### config.mk
export PLATFORM = sky130hd
export DESIGN_NAME = reg_file
export DESIGN_NICKNAME = d
export VERILOG_FILES = /design/src/hw/ls_core_pkg.sv /design/src/hw/reg_file.sv
export SDC_FILE = /design/constraint.sdc
export NUM_CORES = 2
export LEC_CHECK = 0
export BUFFER_PORTS_ARGS = -buffer_cell sky130_fd_sc_hd__buf_2
export CAP_MARGIN = 20
export CORE_MARGIN = 4
export CORE_UTILIZATION = 50
export DETAILED_ROUTE_END_ITERATION = 8
export HOLD_SLACK_MARGIN = 0.12
export PLACE_DENSITY = 0.77
export REMOVE_ABC_BUFFERS = 1
export SYNTH_ARGS = -nofsm -noshare
export SYNTH_HDL_FRONTEND = slang
export SYNTH_SLANG_ARGS = --single-unit
### constraint.sdc
create_clock -name clk -period 7.6 [get_ports clk]
set_input_delay 1.9 -clock clk [delete_from_list [all_inputs] [get_ports clk]]
set_output_delay 1.9 -clock clk [all_outputs]
set_load 0.03 [all_outputs]
### src/hw/ls_core_pkg.sv
`default_nettype none

package ls_core_pkg;

    typedef logic [31:0] word_t;      // Data word
    typedef logic [31:0] addr_t;      // Byte address
    typedef logic [3:0]  byte_en_t;   // Bit 3 is the MSB lane in big-endian order
    typedef logic [4:0]  reg_idx_t;
    typedef logic [15:0] imm_t;       // Instruction immediate field

    // Two-bit phase encoding
    typedef enum logic [1:0] {
        FETCH = 2'b00,
        EXEC1 = 2'b01,
        EXEC2 = 2'b10
    } cpu_phase_e;

    typedef enum logic [3:0] {
        NOP,
        LB,
        LBU,
        LH,
        LHU,
        LUI,
        LW,
        LWL,
        LWR,
        SB,
        SH,
        SW
    } ls_op_e;

endpackage

`default_nettype wire
### src/hw/reg_file.sv
`timescale 1ns/1ps
`default_nettype none

module reg_file import ls_core_pkg::*; (
    input  logic     clk,
    input  logic     rst_n,
    input  reg_idx_t raddr_a,
    input  reg_idx_t raddr_b,
    input  logic     we,
    input  reg_idx_t waddr,
    input  word_t    wdata,
    output word_t    rdata_a,
    output word_t    rdata_b
);

    word_t regs [32];

    always_ff @(posedge clk or negedge rst_n) begin
        if (!rst_n) begin
            for (int i = 0; i < 32; i++) begin
                regs[i] <= '0;
            end
        end else if (we) begin
            regs[waddr] <= wdata;   // Full word only
        end
    end

    // R0 reads zero whatever was written to it
    assign rdata_a = (raddr_a == '0) ? '0 : regs[raddr_a];
    assign rdata_b = (raddr_b == '0) ? '0 : regs[raddr_b];

endmodule

`default_nettype wire

* Word level (Yosys, flattened, before mapping)
Cells that the tools add are included.
Widths: inputs -> output; s select.
** Operators by class
- Magnitude comparators :: 4
- Muxes and demuxes :: 11
- Bitwise gates (word level) :: 3
- Reduce and logical (&&, ||, !) cells :: 3
** Operators with widths (count)
- $bwmux 1024 :: 1
- $bmux 32 s5 :: 2
- $mux 32 :: 7
- $demux 32 s5 :: 1
- $ge 6x6->1 const B :: 3
- $not 5->6 :: 3
- $logic_not 5->1 :: 2
- $lt 6x1->1 const B :: 1
- $logic_and 1x1->1 :: 1
** Storage, ports and cells
- Flip-flop bits (word level) :: 1024
- Bits of input ports :: 50
- Output and inout bits :: 64
- Word-level logic and storage cells :: 53

* Depth between registers and ports, before layout
- Depth in word-level cells :: 6
- Gate-level depth with buffers :: 7

* Worst setup path before layout
No wires, ideal clock.
- Kind :: in2out
- Start :: input port raddr_a[0]
- End :: output port rdata_a[18]
- Setup slack :: 1.971 ns
- Stages on the path :: 7
- Arrival :: 3.729 ns
- Required time :: 5.700 ns
- Cells stage by stage :: buf_4 buf_6 and2b_4 buf_6 a221oi_1 o21ai_0 a311oi_1
** On the way
- Cells in the longest elaborated chain, start to end :: 5
- Elaborated cells on any way between the ends :: 6
** Ends and longest elaborated chain
- from (decl) :: line reg_file.sv:7 : input reg_idx_t raddr_a,
- $not 5->6 (implied by the code) :: line reg_file.sv:29 : assign rdata_a = (raddr_a == '0) ? '0 : regs[raddr_a];
- $bmux 32 s5 :: line reg_file.sv:29
- $mux 32 (implied by the code) (2 in a row) :: line reg_file.sv:29
- $mux 32 (*) :: line reg_file.sv:29
- to (decl) :: line reg_file.sv:12 : output word_t rdata_a,
Mark *: on every way between the ends. The rest lies on a longest branch, timed or not. The select of a mux whose other input is x is not followed.

* Worst setup path after layout
- Start :: input port raddr_a[3]
- End :: output port rdata_a[9]
Same word-level chain as after synthesis.

==> out/results.txt <==
Status = finished, final reports clean
CTS tree = done
TritonRoute pass-1 iters = 5
Layout cell share with drive strength beyond 1 = 53.3%
Design area = 60000 µm²
Clock latency at the later pin of the worst-skew pair = 0.67 ns
DRT Wirelength = 165000 µm
Die height = 340 µm
Core Area = 109000 µm²
FF-to-FF Start = regs[593]$_DFFE_PN0P_
Critical path's slowest cell = a311oi_1
WP depth = 6
PwrDens = 264 nW/µm²
Syn Area/Cell = 15.2 µm²
Comb pwr share = 21.1%
Global-route wire length before repair = 245000 µm
WS Path Type = in2out
Peak VDD IR = 0.000189 V
Post-Syn Instances = 3617
Commonest non-fill, non-tap cells in the layout = mux2_2 (1050), dfrtp_1 (1024), mux4_2 (448)
Worst EP required = 5.70 ns
Clk root buf = clkbuf_16
Post-DRT Antenna Nets = 0
Crit-path cells = buf_2 > or2_2 > or4_4 > o21ai_1 > a311oi_1 > buf_2
Maxcap violations = 0
GPL Wtd Cong = 0.830
Tcrit/Tclk final = 89.7%
Startpoint types = input port
Max incr delay on CP = 0.87 ns
Clock Power Share = 32.7%
Largest regs = regs x1024
Residual DRC = 0
PortBufs = 113
DP Wirelength = 96200 µm
FF/Latch Area = 25600 µm²
WP buf/inv = 2
DRT iter0 DRCs = 3875
Drt wl/cell = 32.2 µm
Crit path launch = raddr_a[3]
EDFF count, synth = 0
Total track usage = 28.3%
Final-layout fill cell count = 8548
Rel. slew slack = 21.1%
Post-cts hold buffer count = 0
Post-synth top flop = dfrtp_1
Vias per inst = 6.91
Number of CTS-inserted buffers = 106
# rows = 121
Max reg flops = 1024
Commonest non-fill, non-tap cell in the layout = mux2_2
Yosys warns = 0
Switch Pwr = 4.38 mW
CP endpoint kind = primary output
Final Setup Violations = 0
H-tree depth = 3
Vias = 35400
Nets = 3605
Sequential share of power = 46.3%
DP Area = 56600 µm²
Switching share of power = 27.7%
Fmax = 147 MHz
R2R depth = 1
Sum Neg Setup Slack = 0 ns
HP Class = reg2reg
CTS Buffer Depth = 3
Vias in the first global route = 36800
Ys async rst share = 100%
RSZ-0062 raised after global routing = no
Cell Area, Synth = 55100 µm²
Ports = 114
Worst slew pin tran = 1.18 ns
LEAKAGE = 25.7 nW
Area Growth Syn to Fin = 8.88%
Min Clock Period, post-route = 6.82 ns
# resized after CTS = 0
Congestion Overflow GR = 0
Initial antenna violation count = 11
Sink Count = 1024
Most used cell, CP = buf_2
Worst reg-to-reg setup slack = 6.77 ns
Arr. time, crit path = 4.92 ns
Worst Path Max Fanout = 32
Final Hold Fails = 0
Critical path destination = rdata_a[9]
Die ar. = 116000 µm²
Largest net degree at the start of global routing = 165
Yosys cell types = 37
Cell-internal power = 11.4 mW
Initial core utilization = 50.5%
Area occupied by multi-input gates = 27300 µm²
Die W = 340 µm
Delay-heaviest family, CP = compound AO/OA/AOI/OAI gates
Reg-to-reg endpoint = regs[593]$_DFFE_PN0P_
Count of pins over their slew limit = 0
Post-synthesis register bit count = 1024
Setup Skew = 0 ns
Post-synthesis sequential area ratio = 46.5%
Clk slew on worst S/H paths = 0.06 ns
Most flops, register = regs
Post-CTS setup buffer count = 0
-- through the flow --
stage	instances	util [%]	setup WS, ns	hold slack [ns]	total power, mW
floorplan	3221	-	1.89	0.470	9.48
global placement	4923	51.8	1.01	0.479	10.5
detailed placement	4923	51.8	1.04	0.495	10.7
CTS	5112	54.9	1.04	0.508	15.8
global route	5113	54.9	0.813	0.522	16.4
finish	5114	54.9	0.784	0.504	15.8
-- cell families (layout without fill, tap and decap cells) --
| logic type | after synthesis | in the layout | synth area share (%) |
|---|---|---|---|
| AOI/OAI and AO/OA | 368 | 368 | 4.81 |
| muxes | 1664 | 1664 | 42.9 |
| and+or+nand+nor | 163 | 163 | 1.62 |
| other | 0 | 2 | 0 |
| DFF | 1024 | 1024 | 46.5 |
| buffers and inverters | 398 | 417 | 4.16 |
-- worst min path at each step --
stage | startpoint | to | slack, ns | cells past startpoint
finish | regs[587]$_DFFE_PN0P_ | regs[587]$_DFFE_PN0P_ | 0.50 | 1
global route | regs[602]$_DFFE_PN0P_ | regs[602]$_DFFE_PN0P_ | 0.52 | 1
CTS | regs[587]$_DFFE_PN0P_ | regs[587]$_DFFE_PN0P_ | 0.51 | 1
detailed placement | regs[587]$_DFFE_PN0P_ | regs[587]$_DFFE_PN0P_ | 0.49 | 1
global placement | regs[598]$_DFFE_PN0P_ | regs[598]$_DFFE_PN0P_ | 0.48 | 1
floorplan | regs[625]$_DFFE_PN0P_ | regs[625]$_DFFE_PN0P_ | 0.47 | 1
-- area by class of cell --
| cell class | instances | area share [%] |
|---|---|---|
| antenna | 2 | 0.00835 |
| clock buffer | 151 | 5.06 |
| clock inverter | 38 | 0.597 |
| inverter | 2 | 0.0209 |
| multi-input combinational | 2195 | 45.6 |
| sequential | 1024 | 42.7 |
| tap | 1476 | 3.08 |
| timing repair buffer | 226 | 2.92 |
-- layer usage --
layer	up-vias	global-route usage, %	wire length (µm)
met4	16	13.7	8930
li1	14000	-	-
met1	19000	36.8	62800
met2	1820	44.6	77700
met5	-	0	109
met3	540	7.17	15300
-- power groups by stage --
stage | clock, mW | sequential [mW] | combinational, mW
after floorplan | 0 | 7.09 | 2.39
after global placement | 0 | 7.27 | 3.22
after detailed placement | 0 | 7.36 | 3.31
after CTS | 5.21 | 7.27 | 3.33
after global routing | 5.43 | 7.43 | 3.56
final | 5.17 | 7.32 | 3.33
-- cells in the mapped netlist (22+ instances only) --
master | count | share of area (%)
mux2_2 | 1050 | 21
dfrtp_1 | 1024 | 47
mux4_2 | 448 | 18
clkbuf_1 | 149 | 1.0
buf_2 | 130 | 1.2
mux2i_1 | 128 | 2.3
o21ai_1 | 90 | 0.82
buf_4 | 68 | 0.93
nor2b_1 | 66 | 0.75
a211oi_1 | 64 | 0.87
a22oi_1 | 64 | 0.87
a311oi_1 | 64 | 1.0
nand2_1 | 49 | 0.33
a221oi_1 | 47 | 0.75
buf_6 | 47 | 0.96
mux2_1 | 38 | 0.78
o21ai_0 | 22 | 0.20
(Power assumes the default switching activity.)
