--- src/hw/ls_core_pkg.sv ---
`default_nettype none

package ls_core_pkg;

    typedef logic [31:0] word_t;      // Data word
    typedef logic [31:0] addr_t;      // Byte address
    typedef logic [3:0]  byte_en_t;   // Bit 3 is the MSB lane in big-endian order
    typedef logic [4:0]  reg_idx_t;
    typedef logic [15:0] imm_t;       // Instruction immediate field

    // Two-bit phase encoding
    typedef enum logic [1:0] {
        FETCH = 2'b00,
        EXEC1 = 2'b01,
        EXEC2 = 2'b10
    } cpu_phase_e;

    typedef enum logic [3:0] {
        NOP,
        LB,
        LBU,
        LH,
        LHU,
        LUI,
        LW,
        LWL,
        LWR,
        SB,
        SH,
        SW
    } ls_op_e;

endpackage

`default_nettype wire
--- src/hw/fetch_sequencer.sv ---
`timescale 1ns/1ps
`default_nettype none

module fetch_sequencer import ls_core_pkg::*; #(
    parameter addr_t RESET_PC = '0
) (
    input  logic       clk,
    input  logic       rst_n,
    input  logic       run,
    input  word_t      mem_readdata,
    input  logic       mem_waitrequest,
    output cpu_phase_e phase,
    output word_t      instr,
    output addr_t      pc,
    output logic       mem_read,
    output addr_t      mem_address
);

    cpu_phase_e phase_nxt;
    word_t      ir;
    logic       ir_fresh;   // High while the fetched word is on readdata

    assign mem_read    = (phase == FETCH) && run;
    assign mem_address = pc;

    // Bypass so the LSU can issue in the same cycle the word arrives
    assign instr = ir_fresh ? mem_readdata : ir;

    always_comb begin
        phase_nxt = phase;
        case (phase)
            FETCH: begin
                if (run && !mem_waitrequest) begin
                    phase_nxt = EXEC1;
                end
            end
            EXEC1: begin
                if (!mem_waitrequest) begin   // Held while the host owns the RAM
                    phase_nxt = EXEC2;
                end
            end
            default: phase_nxt = FETCH;   // EXEC2 never stalls
        endcase
    end

    always_ff @(posedge clk or negedge rst_n) begin
        if (!rst_n) begin
            phase    <= FETCH;
            pc       <= RESET_PC;
            ir       <= '0;
            ir_fresh <= 1'b0;
        end else begin
            phase    <= phase_nxt;
            ir_fresh <= mem_read && !mem_waitrequest;
            // Captured once since later readdata may belong to a host read
            if (ir_fresh) begin
                ir <= mem_readdata;
                pc <= pc + 32'd4;
            end
        end
    end

    a_phase_legal: assert property (@(posedge clk) disable iff (!rst_n)
        phase inside {FETCH, EXEC1, EXEC2} && (!mem_read || phase == FETCH))
        else $error("illegal phase or fetch outside FETCH");

endmodule

`default_nettype wire

--- config.mk ---
export PLATFORM = sky130hd
export DESIGN_NAME = fetch_sequencer
export DESIGN_NICKNAME = d
export VERILOG_FILES = /design/src/hw/ls_core_pkg.sv /design/src/hw/fetch_sequencer.sv
export SDC_FILE = /design/constraint.sdc
export NUM_CORES = 1
export LEC_CHECK = 0
export BUFFER_PORTS_ARGS = -buffer_cell sky130_fd_sc_hd__clkbuf_2
export CAP_MARGIN = 20
export CORE_MARGIN = 8
export CORE_UTILIZATION = 50
export DETAILED_ROUTE_END_ITERATION = 16
export PLACE_DENSITY_LB_ADDON = 0.12
export SETUP_SLACK_MARGIN = 0.02
export SKIP_CTS_REPAIR_TIMING = 1
export SYNTH_ARGS = -nofsm -noshare
export SYNTH_HDL_FRONTEND = slang
export SYNTH_SLANG_ARGS = --single-unit
--- constraint.sdc ---
create_clock -name clk -period 4.5 [get_ports clk]
set_input_delay 0.9 -clock clk [delete_from_list [all_inputs] [get_ports clk]]
set_output_delay 0.9 -clock clk [all_outputs]
set_load 0.02 [all_outputs]
## Word level (Yosys, flattened, before mapping)

Index checks and enable logic that the tools add are counted.

- Bits of input ports: 36
- Register bits after elaboration: 67

- Reductions and logical operators: 6
- Eq/ne operators: 3
- Multiplexer cells: 4
- Add/sub/neg operators: 1

Operators with widths:

| kind | count |
|---|---|
| $add 32x3->32 const B | 1 |
| $mux 32 | 1 |
| $mux 2 | 2 |
| $pmux 2 s2 | 1 |
| $logic_and 1x1->1 | 3 |
| $eq 2x1->1 const B | 1 |
| $logic_not 2->1 | 1 |
| $ne 2x1->1 const B | 1 |
| $ne 2x2->1 const B | 1 |
| $reduce_and 2->1 | 1 |
| $logic_not 1->1 | 1 |

## Logic depth before layout (Yosys ltp)

Gate-level depths: netlist of run 1.

- Depth after elaboration: 4
- Depth in mapped cells: 6

## Worst setup path after synthesis of run 1

No wires, ideal clock.

- Path type: input-to-output
- Start: input run
- End: output mem_read
- Required time: 3600 ps
- Arrival: 1257 ps
- Stages on the path: 2
- Setup slack: 2343 ps
- Path through: nand2b_1 nor2_1

- Cells in the longest elaborated chain, start to end: 1

RTL lines:

| what | line | text |
|---|---|---|
| from (decl) | fetch_sequencer.sv:9 | `input logic run,` |
| $logic_and 1x1->1 | fetch_sequencer.sv:23 | `assign mem_read = (phase == FETCH) && run;` |
| to (decl) | fetch_sequencer.sv:15 | `output logic mem_read,` |

Every way passes these cells.

## Worst setup path after layout of run 1

- Start: register ir_fresh
- End: output instr[1]

- Cells in the longest elaborated chain, start to end: 1

RTL lines:

| what | line | text |
|---|---|---|
| from (decl) | fetch_sequencer.sv:21 | `logic ir_fresh;` |
| from (signal assigned) | fetch_sequencer.sv:54 | `ir_fresh <= mem_read && !mem_waitrequest;` |
| $mux 32 | - |  |
| to (decl) | fetch_sequencer.sv:13 | `output word_t instr,` |

Every way passes these cells.

==> run_results.csv, run 1 <==
group,metric,value,unit
grt,grt-ovfl-total,0,
synth,synth-async-reset-ratio,100,%
critical_path,setup.worst_path.class,"register to output pin",
route,wirelength,6190,um
timing,setup_tns,0,ns
clock_tree,cts_inserted_buffers,9,
synth,yosysWarnings,0,
route,post_drt_wl_per_cell,14.9,um
pwr,leakage,0.00184,uW
critical_path,crit_arrival,1.97,ns
worst_hold_path,hold_depth,1,
synth,yosys-top-cells-area,"dfrtp_1, mux2_2, buf_4",
timing,skew,0.0100,ns
critical_path,required,3.60,ns
clock_tree,cts_sinks,65,
timing,slew_headroom,55.8,%
worst_hold_path,holdCritPathClass,"register to register",
grt,grt_pass1_vias,2139,
final_layout,syn2layout_area_growth,22.1,%
placement,portBuffers,130,
synth,synth_cells,230,
critical_path,setup.worst_path.end_class,"output pin",
synth,yosys_register_bits,65,
die,die_y,92.7,um
clock_tree,htreeDepth,3,
synth,synth_top_area_cell,"dfrtp_1",
route,drt_iter0_drc,27,
placement,dp_hpwl,4710,um
timing,fmax,349,MHz
timing,rsz0062_at_grt,"no",
route,num_vias,1987,
pwr,peakVddDrop,0.306,mV
timing,min_period,2.87,ns
timing,report.final.slew_viol_count,0,
clock_tree,insertion_delay,0.33,ns
final_layout,final_nets,371,
synth,synth.avg_cell_area,12.8,um2
synth,synth_enable_flop_cells,0,
route,detail-route-antenna-nets,0,
route,viasPerCell,4.80,
timing,setup_viol,0,
synth,syn_area,2940,um2
synth,yosysSeqAreaShare,55.3,%
timing,worst_pin_slew,0.658,ns
placement,postPlaceCellArea,3400,um2
route,drt_pass1_iterations,4,
pwr,power_density,472,nW/um2
critical_path,r2r_cells,4,
timing,final.period_utilization,63.7,%
grt,grt_max_degree,38,
grt,grt_pass1_wl,10300,um
final_layout,antenna_cells,0,
die,initial_core_util,50.5,%
synth,synth_cell_types,27,
outcome,outcome,"finished, final reports clean",
job,maxCapViolations,0,
synth,synthDominantCellAreaShare,55.3,%
final_layout,final_area,3590,um2
die,num_rows,28,
placement,routabilityCongestion,0.714,
die,die_x,92.7,um
clock_tree,clk_pin_slew_worst_paths,0.06,ns
timing,hold_viol,0,
clock_tree,cts_tree,"yes",
final_layout,drive_gt1_share,54.0,%
synth,synth_ff_type,"dfrtp_1",
clock_tree,clockBufferDepth,2,
die,die-area,8590,um2
critical_path,worst_setup_path_start_kind,"register",
clock_tree,root_buffer,"clkbuf_8",
grt,antenna_found_initial,0,
die,core,5820,um2
critical_path,path_max_fanout,25,
route,route.detailed.drc,0,
grt,grt_usage,15.0,%
die,top_level_ports,135,
## power by group
| group | total, uW | switching [uW] | leakage (uW) | internal (uW) |
|---|---|---|---|---|
| Combinational | 467 | 288 | 0.000915 | 179 |
| Clock | 478 | 208 | 0.0000974 | 270 |
| Sequential | 747 | 63.1 | 0.000826 | 684 |
| Total | 1690 | 560 | 0.00184 | 1130 |
## critical path, cell delays in order (launching register included)
cell and delay (ns):
dfrtp_1 0.67, buf_4 0.41, mux2_2 0.40, clkbuf_2 0.16
## synth_stat cells (2+ instances only)
cell type and number:
and4_1 2, xor2_1 5, and3_1 4, xnor2_1 24, buf_2 3, dfrtp_1 65, buf_6 2, buf_4 36
nand3_1 8, nor2_1 9, nor3_1 3, nand4b_1 2, nand2_1 9, nand4_1 12, mux2_2 33, inv_1 2
## cell families after synthesis
| group | synth area share (%) |
|---|---|
| xor+xnor | 8.64 |
| simple gates | 11.8 |
| other cells | 0.128 |
| mux | 12.6 |
| fa+ha+maj | 0.426 |
| flops | 55.3 |
| buf+inv | 10.9 |
| compound gates | 0.170 |
## routing by layer
layer / vias up / track usage [%] / wire, um
li1: 947 / - / -
met5: - / 0 / 0
met2: 85 / 23.5 / 2870
met3: 9 / 7.28 / 755
met4: 0 / 7.25 / 116
met1: 946 / 16.9 / 2450
## per-stage QoR
| step | util [%] | cells | total power [uW] | hold slack, ns | setup slack, ns |
|---|---|---|---|---|---|
| CTS | 61.7 | 414 | 1720 | 0.500 | 1.57 |
| detailed placement | 58.4 | 398 | 1240 | 0.484 | 1.94 |
| global placement | 58.4 | 398 | 1230 | 0.478 | 1.93 |
| floorplan | - | 233 | 1090 | 0.560 | 2.34 |
| finish | 61.7 | 414 | 1690 | 0.495 | 1.63 |
| global route | 61.7 | 414 | 1780 | 0.506 | 1.48 |
## final cells by class
type	count	area, um2
Inverter	2	7.51
Multi-Input combinational cell	124	1000
Timing Repair Buffer	132	666
Fill cell	511	2230
Tap cell	75	93.8
Clock buffer	13	149
Sequential cell	65	1630
Clock inverter	3	40.0
## placed cells by master, fill, tap and decap left out
cell type,count
clkbuf_1,3
nand2_1,9
nand2b_1,1
ha_1,1
mux2_2,33
buf_2,1
nor3_4,1
clkbuf_8,10
nor4_4,1
nand3_2,1
nand4_4,1
nor2_1,9
clkbuf_2,129
conb_1,4
nand2_2,1
buf_4,2
xnor2_1,24
nand4_1,12
nor3b_1,1
dfrtp_1,65
clkinv_2,2
nand3_1,8
inv_1,2
nand4b_1,2
and3_1,4
and4_1,2
xor2_1,5
nor3_1,3
a21oi_1,1
bufinv_16,1
## worst paths after layout
check | from | end | slack (ns)
min in group asynchronous | rst_n | mem_address[20]$_DFFE_PN0P_ | 0.58
max in group asynchronous | rst_n | ir[22]$_DFF_PN0_ | 3.01
setup / recovery | ir_fresh$_DFF_PN0_ | instr[1] | 1.63
hold / removal | ir[2]$_DFF_PN0_ | ir[2]$_DFF_PN0_ | 0.49
hold reg to reg | ir[2]$_DFF_PN0_ | ir[2]$_DFF_PN0_ | 0.49
setup reg to reg | ir_fresh$_DFF_PN0_ | mem_address[21]$_DFFE_PN0P_ | 2.52
## registers in the layout, summed over array words and instances, names as in the netlist
register,flops
phase,2
mem_address,30
ir,32
ir_fresh,1
Note: power is estimated with default switching activity, not from simulation.
==> run 2, diff against run 1 <==
--- a/config.mk
+++ b/config.mk
@@ -8,7 +8,7 @@
 export BUFFER_PORTS_ARGS = -buffer_cell sky130_fd_sc_hd__clkbuf_2
 export CAP_MARGIN = 20
 export CORE_MARGIN = 8
-export CORE_UTILIZATION = 50
+export CORE_UTILIZATION = 47
 export DETAILED_ROUTE_END_ITERATION = 16
 export PLACE_DENSITY_LB_ADDON = 0.12
 export SETUP_SLACK_MARGIN = 0.02
==> constraint.sdc (replaced) <==
create_clock -name clk -period 2.65 [get_ports clk]
set_input_delay 0.53 -clock clk [delete_from_list [all_inputs] [get_ports clk]]
set_output_delay 0.53 -clock clk [all_outputs]
set_load 0.02 [all_outputs]
==> run_results.csv, run 2 (same netlist as run 1, synthesis figures left out) <==
group,metric,value,unit
critical_path,setup.worst_path.class,"register to output pin",
grt,grt_max_degree,34,
timing,slew_headroom,55.4,%
placement,routabilityCongestion,0.736,
route,drt_pass1_iterations,4,
route,viasPerCell,4.87,
clock_tree,clockBufferDepth,2,
timing,skew,0.00650,ns
critical_path,rr_endpoint,"mem_address[27]$_DFFE_PN0P_",
final_layout,drive_gt1_share,54.1,%
critical_path,worstReg2RegStart,"ir_fresh$_DFF_PN0_",
final_layout,final_nets,372,
grt,grt_pass1_vias,2094,
final_layout,instances_no_fill,417,
grt,grt-ovfl-total,0,
job,maxCapViolations,0,
die,die_y,95.1,um
die,top_level_ports,135,
timing,worst_pin_slew,0.665,ns
timing,hold_viol,0,
die,num_rows,29,
worst_hold_path,holdCritPathClass,"input pin to async pin",
route,post_drt_wl_per_cell,14.9,um
route,met3_length,791,um
route,num_vias,2031,
final_layout,syn2layout_area_growth,21.7,%
timing,setup_viol,0,
die,die-area,9040,um2
placement,dp_hpwl,4710,um
critical_path,r2r_cells,4,
critical_path,setup.worst_path.end_class,"output pin",
pwr,peakVddDrop,0.509,mV
critical_path,path_max_fanout,29,
grt,antenna_found_initial,0,
timing,final.period_utilization,85.8,%
route,route.detailed.drc,0,
timing,report.final.slew_viol_count,0,
critical_path,crit_arrival,1.74,ns
placement,postPlaceCellArea,3420,um2
final_layout,largest_reg_flops,32,
die,core,6200,um2
clock_tree,clk_pin_slew_worst_paths,0.07,ns
timing,rsz0062_at_grt,"no",
critical_path,r2r_slack,0.74,ns
pwr,finalPower,2750,uW
timing,fmax,440,MHz
placement,post-place-cells,401,
final_layout,most-common-layout-cells,"clkbuf_2, dfrtp_1, mux2_2",
critical_path,required,2.12,ns
clock_tree,cts_inserted_buffers,9,
outcome,outcome,"finished, final reports clean",
critical_path,worst_setup_path_start_kind,"register",
route,wl_met2,2730,um
route,top_layer,"met4",
final_layout,final_common_cell,"clkbuf_2",
final_layout,antenna_cells,0,
clock_tree,insertion_delay,0.33,ns
placement,portBuffers,130,
route,wl_met1,2520,um
grt,grt_usage,14.1,%
timing,setup_tns,0,ns
timing,min_period,2.27,ns
clock_tree,htreeDepth,3,
route,drt_iter0_drc,48,
die,initial_core_util,47.4,%
pwr,power_density,770,nW/um2
grt,grt_pass1_wl,9850,um
final_layout,final_area,3580,um2
die,die_x,95.1,um
clock_tree,cts_tree,"yes",
route,wirelength,6200,um
final_layout,regMostFlops,"ir",
clock_tree,root_buffer,"clkbuf_8",
clock_tree,cts_sinks,65,
pwr,leakage,0.00183,uW
route,detail-route-antenna-nets,0,
## run 2: cell count changes in the layout (fill, tap and decap cells not counted)
| cell | delta |
|---|---|
| clkbuf_8 | -1 |
| buf_12 | +1 |
| clkinv_2 | +2 |
| bufinv_16 | -1 |
## run 2: how the worst max path moves through the flow
stage	from	endpoint	slack, ns	depth (start not counted)
2_1_floorplan	mem_address[2]$_DFFE_PN0P_	mem_address[26]$_DFFE_PN0P_	0.99	5
3_3_place_gp	ir_fresh$_DFF_PN0_	instr[18]	0.73	3
3_5_place_dp	ir_fresh$_DFF_PN0_	instr[4]	0.71	3
4_1_cts	ir_fresh$_DFF_PN0_	instr[18]	0.34	3
5_1_grt	ir_fresh$_DFF_PN0_	instr[0]	0.28	3
6_report	ir_fresh$_DFF_PN0_	instr[4]	0.38	3
## run 2: cell type report
class | count | area (um2)
repair buffers | 133 | 686
well taps | 77 | 96.3
fillers | 570 | 2630
clock inverters | 4 | 20.0
multi-input cells | 124 | 1000
flip-flops and latches | 65 | 1630
inverters | 2 | 7.51
clock buffers | 12 | 135
## run 2: critical path, stage by stage (launching register included)
cell	delay (ns)
dfrtp_1	0.62
buf_12	0.25
mux2_2	0.36
clkbuf_2	0.17
## run 2: stage by stage
stage	hold slack (ns)	util [%]	worst slack (ns)
6_report	0.220	57.6	0.376
5_1_grt	0.243	57.6	0.277
4_1_cts	0.228	57.6	0.339
3_5_place_dp	0.486	55.1	0.705
3_3_place_gp	0.480	55.1	0.728
2_1_floorplan	0.234	-	0.989
## run 2: where the power goes
group | switching, uW | leakage [uW] | internal (uW) | total (uW)
clock network | 354 | 0.0000839 | 334 | 688
logic | 489 | 0.000923 | 308 | 796
registers | 106 | 0.000826 | 1160 | 1270
## run 2: layer usage
layer  vias to the layer above  global-route usage (%)
met5                         -                       0
met4                         0                    8.84
met3                        14                    7.01
met2                        92                    21.0
met1                       970                    16.0
li1                        955                       -
