--- src/hw/ls_core_pkg.sv ---
`default_nettype none

package ls_core_pkg;

    typedef logic [31:0] word_t;      // Data word
    typedef logic [31:0] addr_t;      // Byte address
    typedef logic [3:0]  byte_en_t;   // Bit 3 is the MSB lane in big-endian order
    typedef logic [4:0]  reg_idx_t;
    typedef logic [15:0] imm_t;       // Instruction immediate field

    // Two-bit phase encoding
    typedef enum logic [1:0] {
        FETCH = 2'b00,
        EXEC1 = 2'b01,
        EXEC2 = 2'b10
    } cpu_phase_e;

    typedef enum logic [3:0] {
        NOP,
        LB,
        LBU,
        LH,
        LHU,
        LUI,
        LW,
        LWL,
        LWR,
        SB,
        SH,
        SW
    } ls_op_e;

endpackage

`default_nettype wire
--- src/hw/mem_arbiter.sv ---
`timescale 1ns/1ps
`default_nettype none

module mem_arbiter import ls_core_pkg::*; (
    input  logic     host_read,
    input  logic     host_write,
    input  addr_t    host_address,
    input  byte_en_t host_byteenable,
    input  word_t    host_writedata,
    output logic     host_waitrequest,
    input  logic     fetch_read,
    input  logic     fetch_write,
    input  addr_t    fetch_address,
    input  byte_en_t fetch_byteenable,
    input  word_t    fetch_writedata,
    output logic     fetch_waitrequest,
    input  logic     lsu_read,
    input  logic     lsu_write,
    input  addr_t    lsu_address,
    input  byte_en_t lsu_byteenable,
    input  word_t    lsu_writedata,
    output logic     lsu_waitrequest,
    output logic     ram_read,
    output logic     ram_write,
    output addr_t    ram_address,
    output byte_en_t ram_byteenable,
    output word_t    ram_writedata
);

    logic host_req, fetch_req, lsu_req;
    logic host_gnt, fetch_gnt, lsu_gnt;

    assign host_req  = host_read | host_write;
    assign fetch_req = fetch_read | fetch_write;
    assign lsu_req   = lsu_read | lsu_write;

    // Fixed priority host > fetch > lsu
    assign host_gnt  = host_req;
    assign fetch_gnt = fetch_req & ~host_req;
    assign lsu_gnt   = lsu_req & ~host_req & ~fetch_req;

    assign host_waitrequest  = 1'b0;       // Top priority is never held off
    assign fetch_waitrequest = host_req;   // Also paces the sequencer in EXEC1
    assign lsu_waitrequest   = lsu_req & ~lsu_gnt;

    always_comb begin
        ram_read       = 1'b0;
        ram_write      = 1'b0;
        ram_address    = lsu_address;
        ram_byteenable = lsu_byteenable;
        ram_writedata  = lsu_writedata;
        if (host_gnt) begin
            ram_read       = host_read;
            ram_write      = host_write;
            ram_address    = host_address;
            ram_byteenable = host_byteenable;
            ram_writedata  = host_writedata;
        end else if (fetch_gnt) begin
            ram_read       = fetch_read;
            ram_write      = fetch_write;
            ram_address    = fetch_address;
            ram_byteenable = fetch_byteenable;
            ram_writedata  = fetch_writedata;
        end else if (lsu_gnt) begin
            ram_read  = lsu_read;
            ram_write = lsu_write;
        end
    end

    a_one_grant: assert final ($onehot0({host_gnt, fetch_gnt, lsu_gnt}))
        else $error("more than one master granted");

endmodule

`default_nettype wire

--- config.mk ---
export PLATFORM = sky130hd
export DESIGN_NAME = mem_arbiter
export DESIGN_NICKNAME = d
export VERILOG_FILES = /design/src/hw/ls_core_pkg.sv /design/src/hw/mem_arbiter.sv
export SDC_FILE = /design/constraint.sdc
export NUM_CORES = 1
export LEC_CHECK = 0
export BUFFER_PORTS_ARGS = -buffer_cell sky130_fd_sc_hd__buf_2
export CORE_AREA = 10 10 103 105
export DETAILED_ROUTE_END_ITERATION = 6
export DIE_AREA = 0 0 113 115
export MAX_ROUTING_LAYER = met4
export SYNTH_ARGS = -nofsm -noshare
export SYNTH_HDL_FRONTEND = slang
export SYNTH_SLANG_ARGS = --single-unit
--- constraint.sdc ---
create_clock -name vclk -period 2
set_input_delay 0.5 -clock vclk [all_inputs]
set_output_delay 0.5 -clock vclk [all_outputs]
set_load 0.03 [all_outputs]
## After elaboration in Yosys (flattened, before gate mapping)

Index checks and enable logic that the tools add are counted.
Widths: inputs -> output; s select.

- Bits in registers: 0
- Input port bits: 210
- Output and inout bits: 73
- Logic and storage cells: 22

- Multiplexer cells: 12
- Bitwise logic cells: 10

Operator list:

| kind | number |
|---|---|
| $mux 32 | 4 |
| $mux 4 | 2 |
| $mux 1 | 6 |
| $and 1x1->1 | 4 |
| $not 1->1 | 3 |
| $or 1x1->1 | 3 |

## Depth between registers and ports, before layout

Gate-level depths: netlist of the first run.

- Depth after elaboration: 7
- Mapped depth: 6
- Mapped depth without buffers: 3

## Worst setup path after synthesis of the first run

No wires, ideal clock.

- Path type: in2out
- Start: input host_write
- End: output ram_address[10]
- Arrival: 1.810 ns
- Setup slack: -0.310 ns
- Stages: 4
- Path buffers: 2
- Cells stage by stage: or2_1 > buf_2 > clkbuf_1 > o21ai_0

- Word-level cells in the longest chain between the ends: 5

RTL lines:

| item | RTL line | RTL |
|---|---|---|
| from (decl) | mem_arbiter.sv:6 | `input logic host_write,` |
| $or 1x1->1 * | mem_arbiter.sv:33 | `assign host_req = host_read \| host_write;` |
| $not 1->1 | mem_arbiter.sv:39 | `assign fetch_gnt = fetch_req & ~host_req;` |
| $and 1x1->1 | mem_arbiter.sv:39 |  |
| $mux 32 | mem_arbiter.sv:58 | `end else if (fetch_gnt) begin` |
| $mux 32 * | mem_arbiter.sv:52 | `if (host_gnt) begin` |
| to (decl) | mem_arbiter.sv:25 | `output addr_t ram_address,` |

Every way passes the cells marked *; elsewhere a longest branch is shown, timed or not.

## Final worst setup path of the first run

- Start: input fetch_write
- End: output ram_address[12]

- Word-level cells in the longest chain between the ends: 4

RTL lines:

| item | RTL line | RTL |
|---|---|---|
| from (decl) | mem_arbiter.sv:12 | `input logic fetch_write,` |
| $or 1x1->1 | mem_arbiter.sv:34 | `assign fetch_req = fetch_read \| fetch_write;` |
| $and 1x1->1 | mem_arbiter.sv:39 |  |
| $mux 32 | mem_arbiter.sv:58 |  |
| $mux 32 | mem_arbiter.sv:52 |  |

Every way passes these cells.

==> results of run 1 <==
-- per-layer routing --
| metal | track usage | share of wire |
|---|---|---|
| met5 | - | 0 |
| met4 | 0.0127 | 0.014 |
| met3 | 0.0396 | 0.093 |
| met2 | 0.276 | 0.50 |
| met1 | 0.172 | 0.39 |
-- worst min-delay path by stage --
stage / from / end / slack [ps] / cells after the start
2_1_floorplan: host_address[0] / ram_address[0] / 1170 / 2
3_3_place_gp: host_writedata[10] / ram_writedata[10] / 1350 / 4
3_5_place_dp: host_writedata[0] / ram_writedata[0] / 1360 / 4
4_1_cts: host_address[30] / ram_address[30] / 1300 / 4
5_1_grt: host_address[30] / ram_address[30] / 1310 / 4
6_report: host_address[21] / ram_address[21] / 1300 / 4
-- cell usage after synthesis, drive strengths merged --
library cell | n | area (sq um)
mux2i | 68 | 681
nand2 | 68 | 255
o21ai | 68 | 340
buf | 16 | 114
clkbuf | 7 | 26.3
a21oi | 2 | 10.0
inv | 2 | 7.51
o21bai | 2 | 15.0
conb | 1 | 3.75
nor2 | 1 | 11.3
o32a | 1 | 10.0
or2 | 1 | 6.26
-- cells by family (layout without fill, tap and decap cells) --
logic type             after synthesis  after routing  share of synthesized area
AOI/OAI and AO/OA                   73             73                      0.254
buffers and inverters               25            304                     0.0998
muxes                               68             68                      0.460
other                                1              1                    0.00253
and+or+nand+nor                     70             70                      0.184
-- power by group through the flow --
stage / logic, mW / registers (mW) / clock network [mW]
floorplan: 0.564 / 0 / 0
global placement: 0.927 / 0 / 0
detailed placement: 0.941 / 0 / 0
CTS: 1.10 / 0 / 0
global route: 1.28 / 0 / 0
finish: 1.20 / 0 / 0
-- layout by cell type, fill, tap and decap left out --
master | synthesis | final
o21ai_2 | 0 | 18
buf_2 | 4 | 214
o21ai_4 | 0 | 8
buf_8 | 0 | 2
nor2_4 | 1 | 1
o32a_1 | 1 | 1
mux2i_4 | 0 | 14
buf_6 | 4 | 25
buf_4 | 5 | 47
mux2i_1 | 68 | 37
buf_12 | 0 | 5
o21ai_0 | 48 | 6
buf_16 | 0 | 7
a21oi_1 | 2 | 2
or2_4 | 0 | 1
mux2i_2 | 0 | 17
o21bai_1 | 2 | 2
conb_1 | 1 | 1
inv_1 | 2 | 2
nand2_1 | 68 | 68
o21ai_1 | 20 | 36
clkbuf_16 | 0 | 2
-- metrics by stage --
| step | setup WS (ps) | hold WS [ps] | utilization | power (mW) |
|---|---|---|---|---|
| after CTS | -129 | 1300 | 0.424 | 1.10 |
| after detailed placement | -175 | 1360 | 0.371 | 0.941 |
| after global placement | -143 | 1350 | 0.371 | 0.927 |
| after global routing | -181 | 1310 | 0.462 | 1.28 |
| after floorplan | -226 | 1170 | - | 0.564 |
| final | -137 | 1300 | 0.462 | 1.20 |
-- timing repair --
action	CTS	global route
hold buffers	0	0
endpoints found under the hold margin	0	0
endpoints found under the setup margin	66	68
cloned	5	2
gates resized for setup	82	91
pin swaps	5	12
setup buffers	1	3
-- final cells by class --
class,instances,area (sq um),area share
inverters,2,7.51,0.00190
multi-input cells,212,1730,0.438
well taps,108,135,0.0342
repair buffers,302,2080,0.526
==> results.cfg, run 1 <==
[global_routing]
grt_pass1_wl_um = 16300
antenna_found_initial = 0
grt_remaining_overflow = 0
grt_pass1_vias = 3116
grt_max_degree = 53
grtUsageTotal = 0.153

[critical_path]
critPathMaxFanout = 8
crit_required_ps = 1500
start_kind = primary input
cpPeakStageDelay_ps = 270
cp_slowest_cell = mux2i_2
worstPathCellList = buf_6 > nor2_4 > buf_12 > clkbuf_16 > mux2i_2 > o21ai_2 > buf_6
crit_family = buffers and inverters
crit_path_start = fetch_write
crit_arrival_ps = 1640
cp.depth = 7
cp-endpoint = ram_address[12]
path_common_cell = buf_6
worst_setup_path_end_kind = output pin
worst-path-buf-inv = 4
worstSetupPathType = primary input to output pin

[placement]
port_buffers = 282
gp_congestion = 0.754
place_inst = 614
place_area_sq_mm = 0.00317
dp_hpwl_um = 8780

[pwr]
ir_worst_vdd_v = 0.000168
p_per_area_mw_per_mm2 = 303
power_leakage_nw = 2.04
p_comb_frac = 1.000
sequentialPowerShare = 0
p_sw_frac = 0.526
p_switching_mw = 0.631
p_clk_frac = 0
internal-power_mw = 0.568

[timing]
setup-tns-final_ps = -4070
final-setup-viol-count = 65
fin_crit_ps = 2140
max_freq_mhz = 468
hold_viol_final = 0
grt_setup_unrepaired = yes
fin_ws_ps = -137
maxSlewViolCount = 0
period_share = 1.07

[yosys]
ys_seq_area_frac = 0
syn_area_per_cell_sq_um = 6.25
syn-cell-area_sq_mm = 0.00148
ys_warn_count = 0
postSynthCellCount = 237
ys_types = 16
syn_nets = 447

[min_path]
min_path_type = primary input to output pin

[job]
cap_violations = 0

[routing]
drt_pass1_iterations = 4
wirelength_um = 11500
vias_per_cell = 4.58
antenna_left = 0
drt-initial-drc-count = 179
vias = 2856
drcViolationCount = 0
wl_per_cell_um = 18.4

[final_layout]
register_area_sq_um = 0
fillerInstances = 818
design_area_sq_mm = 0.00395
nClkBuffers = 0
antenna_cells = 0
area_growth_pct = 167
final_nets = 728
drive_gt1_frac = 0.700
flops_and_latches = 0
fin_cells = 624

[status]
violations = setup timing
status = complete, but fails checks

[die]
die_h_um = 115
io_pins = 283
rows = 34
start_util = 0.173
die_area_sq_mm = 0.0130
fp.dieW_um = 113
core_area_sq_mm = 0.00855
(Power assumes the default switching activity.)
==> inputs of run 2 (changes only) <==
--- a/config.mk
+++ b/config.mk
@@ -10,6 +10,8 @@
 export DETAILED_ROUTE_END_ITERATION = 6
 export DIE_AREA = 0 0 113 115
 export MAX_ROUTING_LAYER = met4
+export REMOVE_ABC_BUFFERS = 1
+export SETUP_SLACK_MARGIN = 0.1
 export SYNTH_ARGS = -nofsm -noshare
 export SYNTH_HDL_FRONTEND = slang
 export SYNTH_SLANG_ARGS = --single-unit
==> results.cfg, run 2 (synthesis gave the netlist of run 1 again) <==
[status]
status = complete, but fails checks
violations = setup timing

[timing]
grt_setup_unrepaired = yes
final-setup-viol-count = 28
fin_ws_ps = -73.2
period_share = 1.04
fin_crit_ps = 2070
setup-tns-final_ps = -620
hold_viol_final = 0
maxSlewViolCount = 0
max_freq_mhz = 482

[final_layout]
design_area_sq_mm = 0.00375
drive_gt1_frac = 0.628
antenna_cells = 0
final_nets = 752
final_common_cell = buf_2
final_cell_mix = 217 x buf_2, 72 x buf_4, 68 x nand2_1, 61 x mux2i_1, 55 x o21ai_1
flops_and_latches = 0
register_area_sq_um = 0
fillerInstances = 877
nClkBuffers = 0
area_growth_pct = 154

[pwr]
power_mw = 1.11
p_per_area_mw_per_mm2 = 295
ir_worst_vdd_v = 0.000177
power_leakage_nw = 2.09

[routing]
vias = 2955
drt-initial-drc-count = 154
vias_per_cell = 4.56
antenna_left = 0
drcViolationCount = 0
wirelength_um = 11400
wl_per_cell_um = 17.6
drt_pass1_iterations = 5

[die]
core_area_sq_mm = 0.00855
die_area_sq_mm = 0.0130
io_pins = 283
die_h_um = 115
fp.dieW_um = 113
rows = 34
start_util = 0.173

[critical_path]
crit_arrival_ps = 1570
critPathMaxFanout = 5
start_kind = primary input
crit_path_start = fetch_write
worst_setup_path_end_kind = output pin
crit_required_ps = 1500
worstSetupPathType = primary input to output pin

[job]
cap_violations = 0

[global_routing]
grt_max_degree = 28
antenna_found_initial = 0
grt_pass1_wl_um = 15900
grtUsageTotal = 0.149
grt_remaining_overflow = 0
grt_pass1_vias = 3112

[placement]
place_area_sq_mm = 0.00310
dp_hpwl_um = 8660
gp_congestion = 0.878
post-place-ws_ps = -111
port_buffers = 282

[min_path]
min_from = host_writedata[4]
min_path_type = primary input to output pin
-- run 2: changes by cell type in the layout (fill, tap and decap cells not counted), sizes merged --
cell and delta:
buf +16, or2 +4, clkbuf +4
-- run 2: final cells by class --
type,count,area (sq um),share of cell area
inverter,2,7.51,0.00200
multi-input combinational,216,1410,0.375
tap,108,135,0.0360
timing repair buffer,322,2200,0.587
-- run 2: final timing paths --
path	endpoint	slack (ps)	cells after the start
worst max-delay path	ram_address[21]	-70	7
worst min-delay path	ram_writedata[4]	1310	4
-- run 2: metrics by stage --
stage	utilization	instances	hold slack, ps
floorplan	-	214	1200
global placement	0.363	624	1350
detailed placement	0.363	624	1360
CTS	0.413	639	1320
global route	0.439	648	1330
finish	0.439	648	1310
-- run 2: routing by layer --
metal / share of wire / up-vias / global-route usage
li1: - / 1452 / -
met1: 0.38 / 1308 / 0.171
met2: 0.53 / 187 / 0.275
met3: 0.087 / 8 / 0.0229
met4: 0.0078 / 0 / 0.0102
met5: 0 / - / -
-- run 2: repair_timing --
item | CTS | global route
resized for setup | 112 | 33
setup endpoints to repair | 69 | 69
pin swaps | 3 | 6
cloned | 10 | 8
endpoints found under the hold margin | 0 | 0
hold buffers | 0 | 0
setup buffers | 5 | 2
-- run 2: worst max-delay path: stages --
cell	delay, ps
buf_8	100
nor2_4	160
buf_6	180
clkbuf_16	160
mux2i_1	220
o21ai_1	80
buf_4	170
-- run 2: where the power goes --
part	switching, mW	internal, mW	leakage (nW)
Sequential	0	0	0
Combinational	0.582	0.527	2.09
Clock	0	0	0
Total	0.582	0.527	2.09
==> inputs of run 3 (changes only) <==
--- a/config.mk
+++ b/config.mk
@@ -5,10 +5,10 @@
 export SDC_FILE = /design/constraint.sdc
 export NUM_CORES = 1
 export LEC_CHECK = 0
-export BUFFER_PORTS_ARGS = -buffer_cell sky130_fd_sc_hd__buf_2
-export CORE_AREA = 10 10 103 105
+export BUFFER_PORTS_ARGS = -buffer_cell sky130_fd_sc_hd__buf_4
+export CORE_AREA = 10 10 101 103
 export DETAILED_ROUTE_END_ITERATION = 6
-export DIE_AREA = 0 0 113 115
+export DIE_AREA = 0 0 111 113
 export MAX_ROUTING_LAYER = met4
 export REMOVE_ABC_BUFFERS = 1
 export SETUP_SLACK_MARGIN = 0.1
==> results.cfg, run 3 (synthesis gave the netlist of run 1 again) <==
[job]
cap_violations = 0

[critical_path]
start_kind = primary input
crit_required_ps = 1500
crit_arrival_ps = 1570
worstSetupPathType = primary input to output pin
critPathMaxFanout = 5
worst_setup_path_end_kind = output pin

[routing]
drcViolationCount = 0
wl_met3_um = 820
vias = 2828
met2WireLength_um = 6230
vias_per_cell = 4.45
wl_per_cell_um = 18.3
wirelength_um = 11700
top_layer = met4
drt-initial-drc-count = 77
wirelength_met1_um = 4420
drt_pass1_iterations = 4
antenna_left = 0

[die]
rows = 33
core_area_sq_mm = 0.00813
fp.dieW_um = 111
io_pins = 283
die_area_sq_mm = 0.0125
die_h_um = 113
start_util = 0.182

[global_routing]
antenna_found_initial = 0
grtUsageTotal = 0.161
grt_remaining_overflow = 0
grt_max_degree = 38
grt_pass1_vias = 2828
grt_pass1_wl_um = 16100

[status]
violations = setup timing
status = complete, but fails checks

[timing]
hold_viol_final = 0
fin_ws_ps = -74.5
maxSlewViolCount = 0
final-setup-viol-count = 46
max_freq_mhz = 482
period_share = 1.04
grt_setup_unrepaired = yes
fin_crit_ps = 2070
fin_hold_ws_ps = 1330

[placement]
dp_hpwl_um = 9550
gp_congestion = 0.869
place_area_sq_mm = 0.00378
port_buffers = 282

[final_layout]
final_cell_mix = 295 x buf_4, 68 x nand2_1, 64 x mux2i_1, 64 x o21ai_1, 8 x buf_6
drive_gt1_frac = 0.608
multi_input_area_sq_mm = 0.00137
flops_and_latches = 0
post-route-util = 0.501
nClkBuffers = 0
design_area_sq_mm = 0.00408
final_common_cell = buf_4
register_area_sq_um = 0
area_growth_pct = 175
antenna_cells = 0
fillerInstances = 811
final_nets = 743

[min_path]
min_path_type = primary input to output pin
worst_hold_path.endpoint = ram_writedata[3]
min_from = host_writedata[3]
hold_depth = 4

[pwr]
power_mw = 1.17
power_leakage_nw = 2.19
p_per_area_mw_per_mm2 = 288
ir_worst_vdd_v = 0.000157

[cts]
postCtsHoldBufs = 0
[run 3: worst max-delay path by stage]
| stage | from | to | slack [ps] | depth (start not counted) |
|---|---|---|---|---|
| finish | fetch_write | ram_address[20] | -70 | 7 |
| global route | fetch_write | ram_writedata[26] | -140 | 7 |
| CTS | fetch_read | ram_writedata[25] | -60 | 7 |
| detailed placement | fetch_write | ram_address[20] | -90 | 6 |
| global placement | fetch_write | ram_address[20] | -90 | 6 |
| floorplan | host_read | ram_address[0] | -2220 | 2 |
[run 3: area by class of cell]
cell class	instances	share of cell area
Inverter	2	0.00184
Multi-Input combinational cell	214	0.335
Tap cell	105	0.0322
Timing Repair Buffer	315	0.631
[run 3: worst max-delay path, cell delays in order]
cell and delay [ps]:
buf_8 100, nor2_4 170, buf_8 180, buf_12 140, mux2i_2 230, o21ai_1 80, buf_4 170
[run 3: where the power goes]
part           switching, mW  internal, mW
Clock                      0             0
Sequential                 0             0
Combinational          0.565         0.608
Total                  0.565         0.608
[run 3: timing repair]
item / in CTS / in global routing
cloned: 5 / 4
gates resized for setup: 40 / 23
endpoints found under the hold margin: 0 / 0
setup buffers: 4 / 4
pin swaps: 3 / 6
endpoints found under the setup margin: 69 / 69
[run 3: stage by stage]
step                TNS [ps]  worst slack [ps]  instances
floorplan            -148040             -2220        214
global route           -5510              -135        636
finish                 -1230             -74.5        636
detailed placement     -3390             -87.3        619
global placement       -2470             -91.9        619
CTS                    -1570             -61.0        628
[run 3: routing by layer]
metal | GRT usage | vias to the layer above
met1 | 0.167 | 1229
met5 | - | -
met3 | 0.0365 | 12
met4 | 0.0208 | 0
li1 | - | 1430
met2 | 0.309 | 157
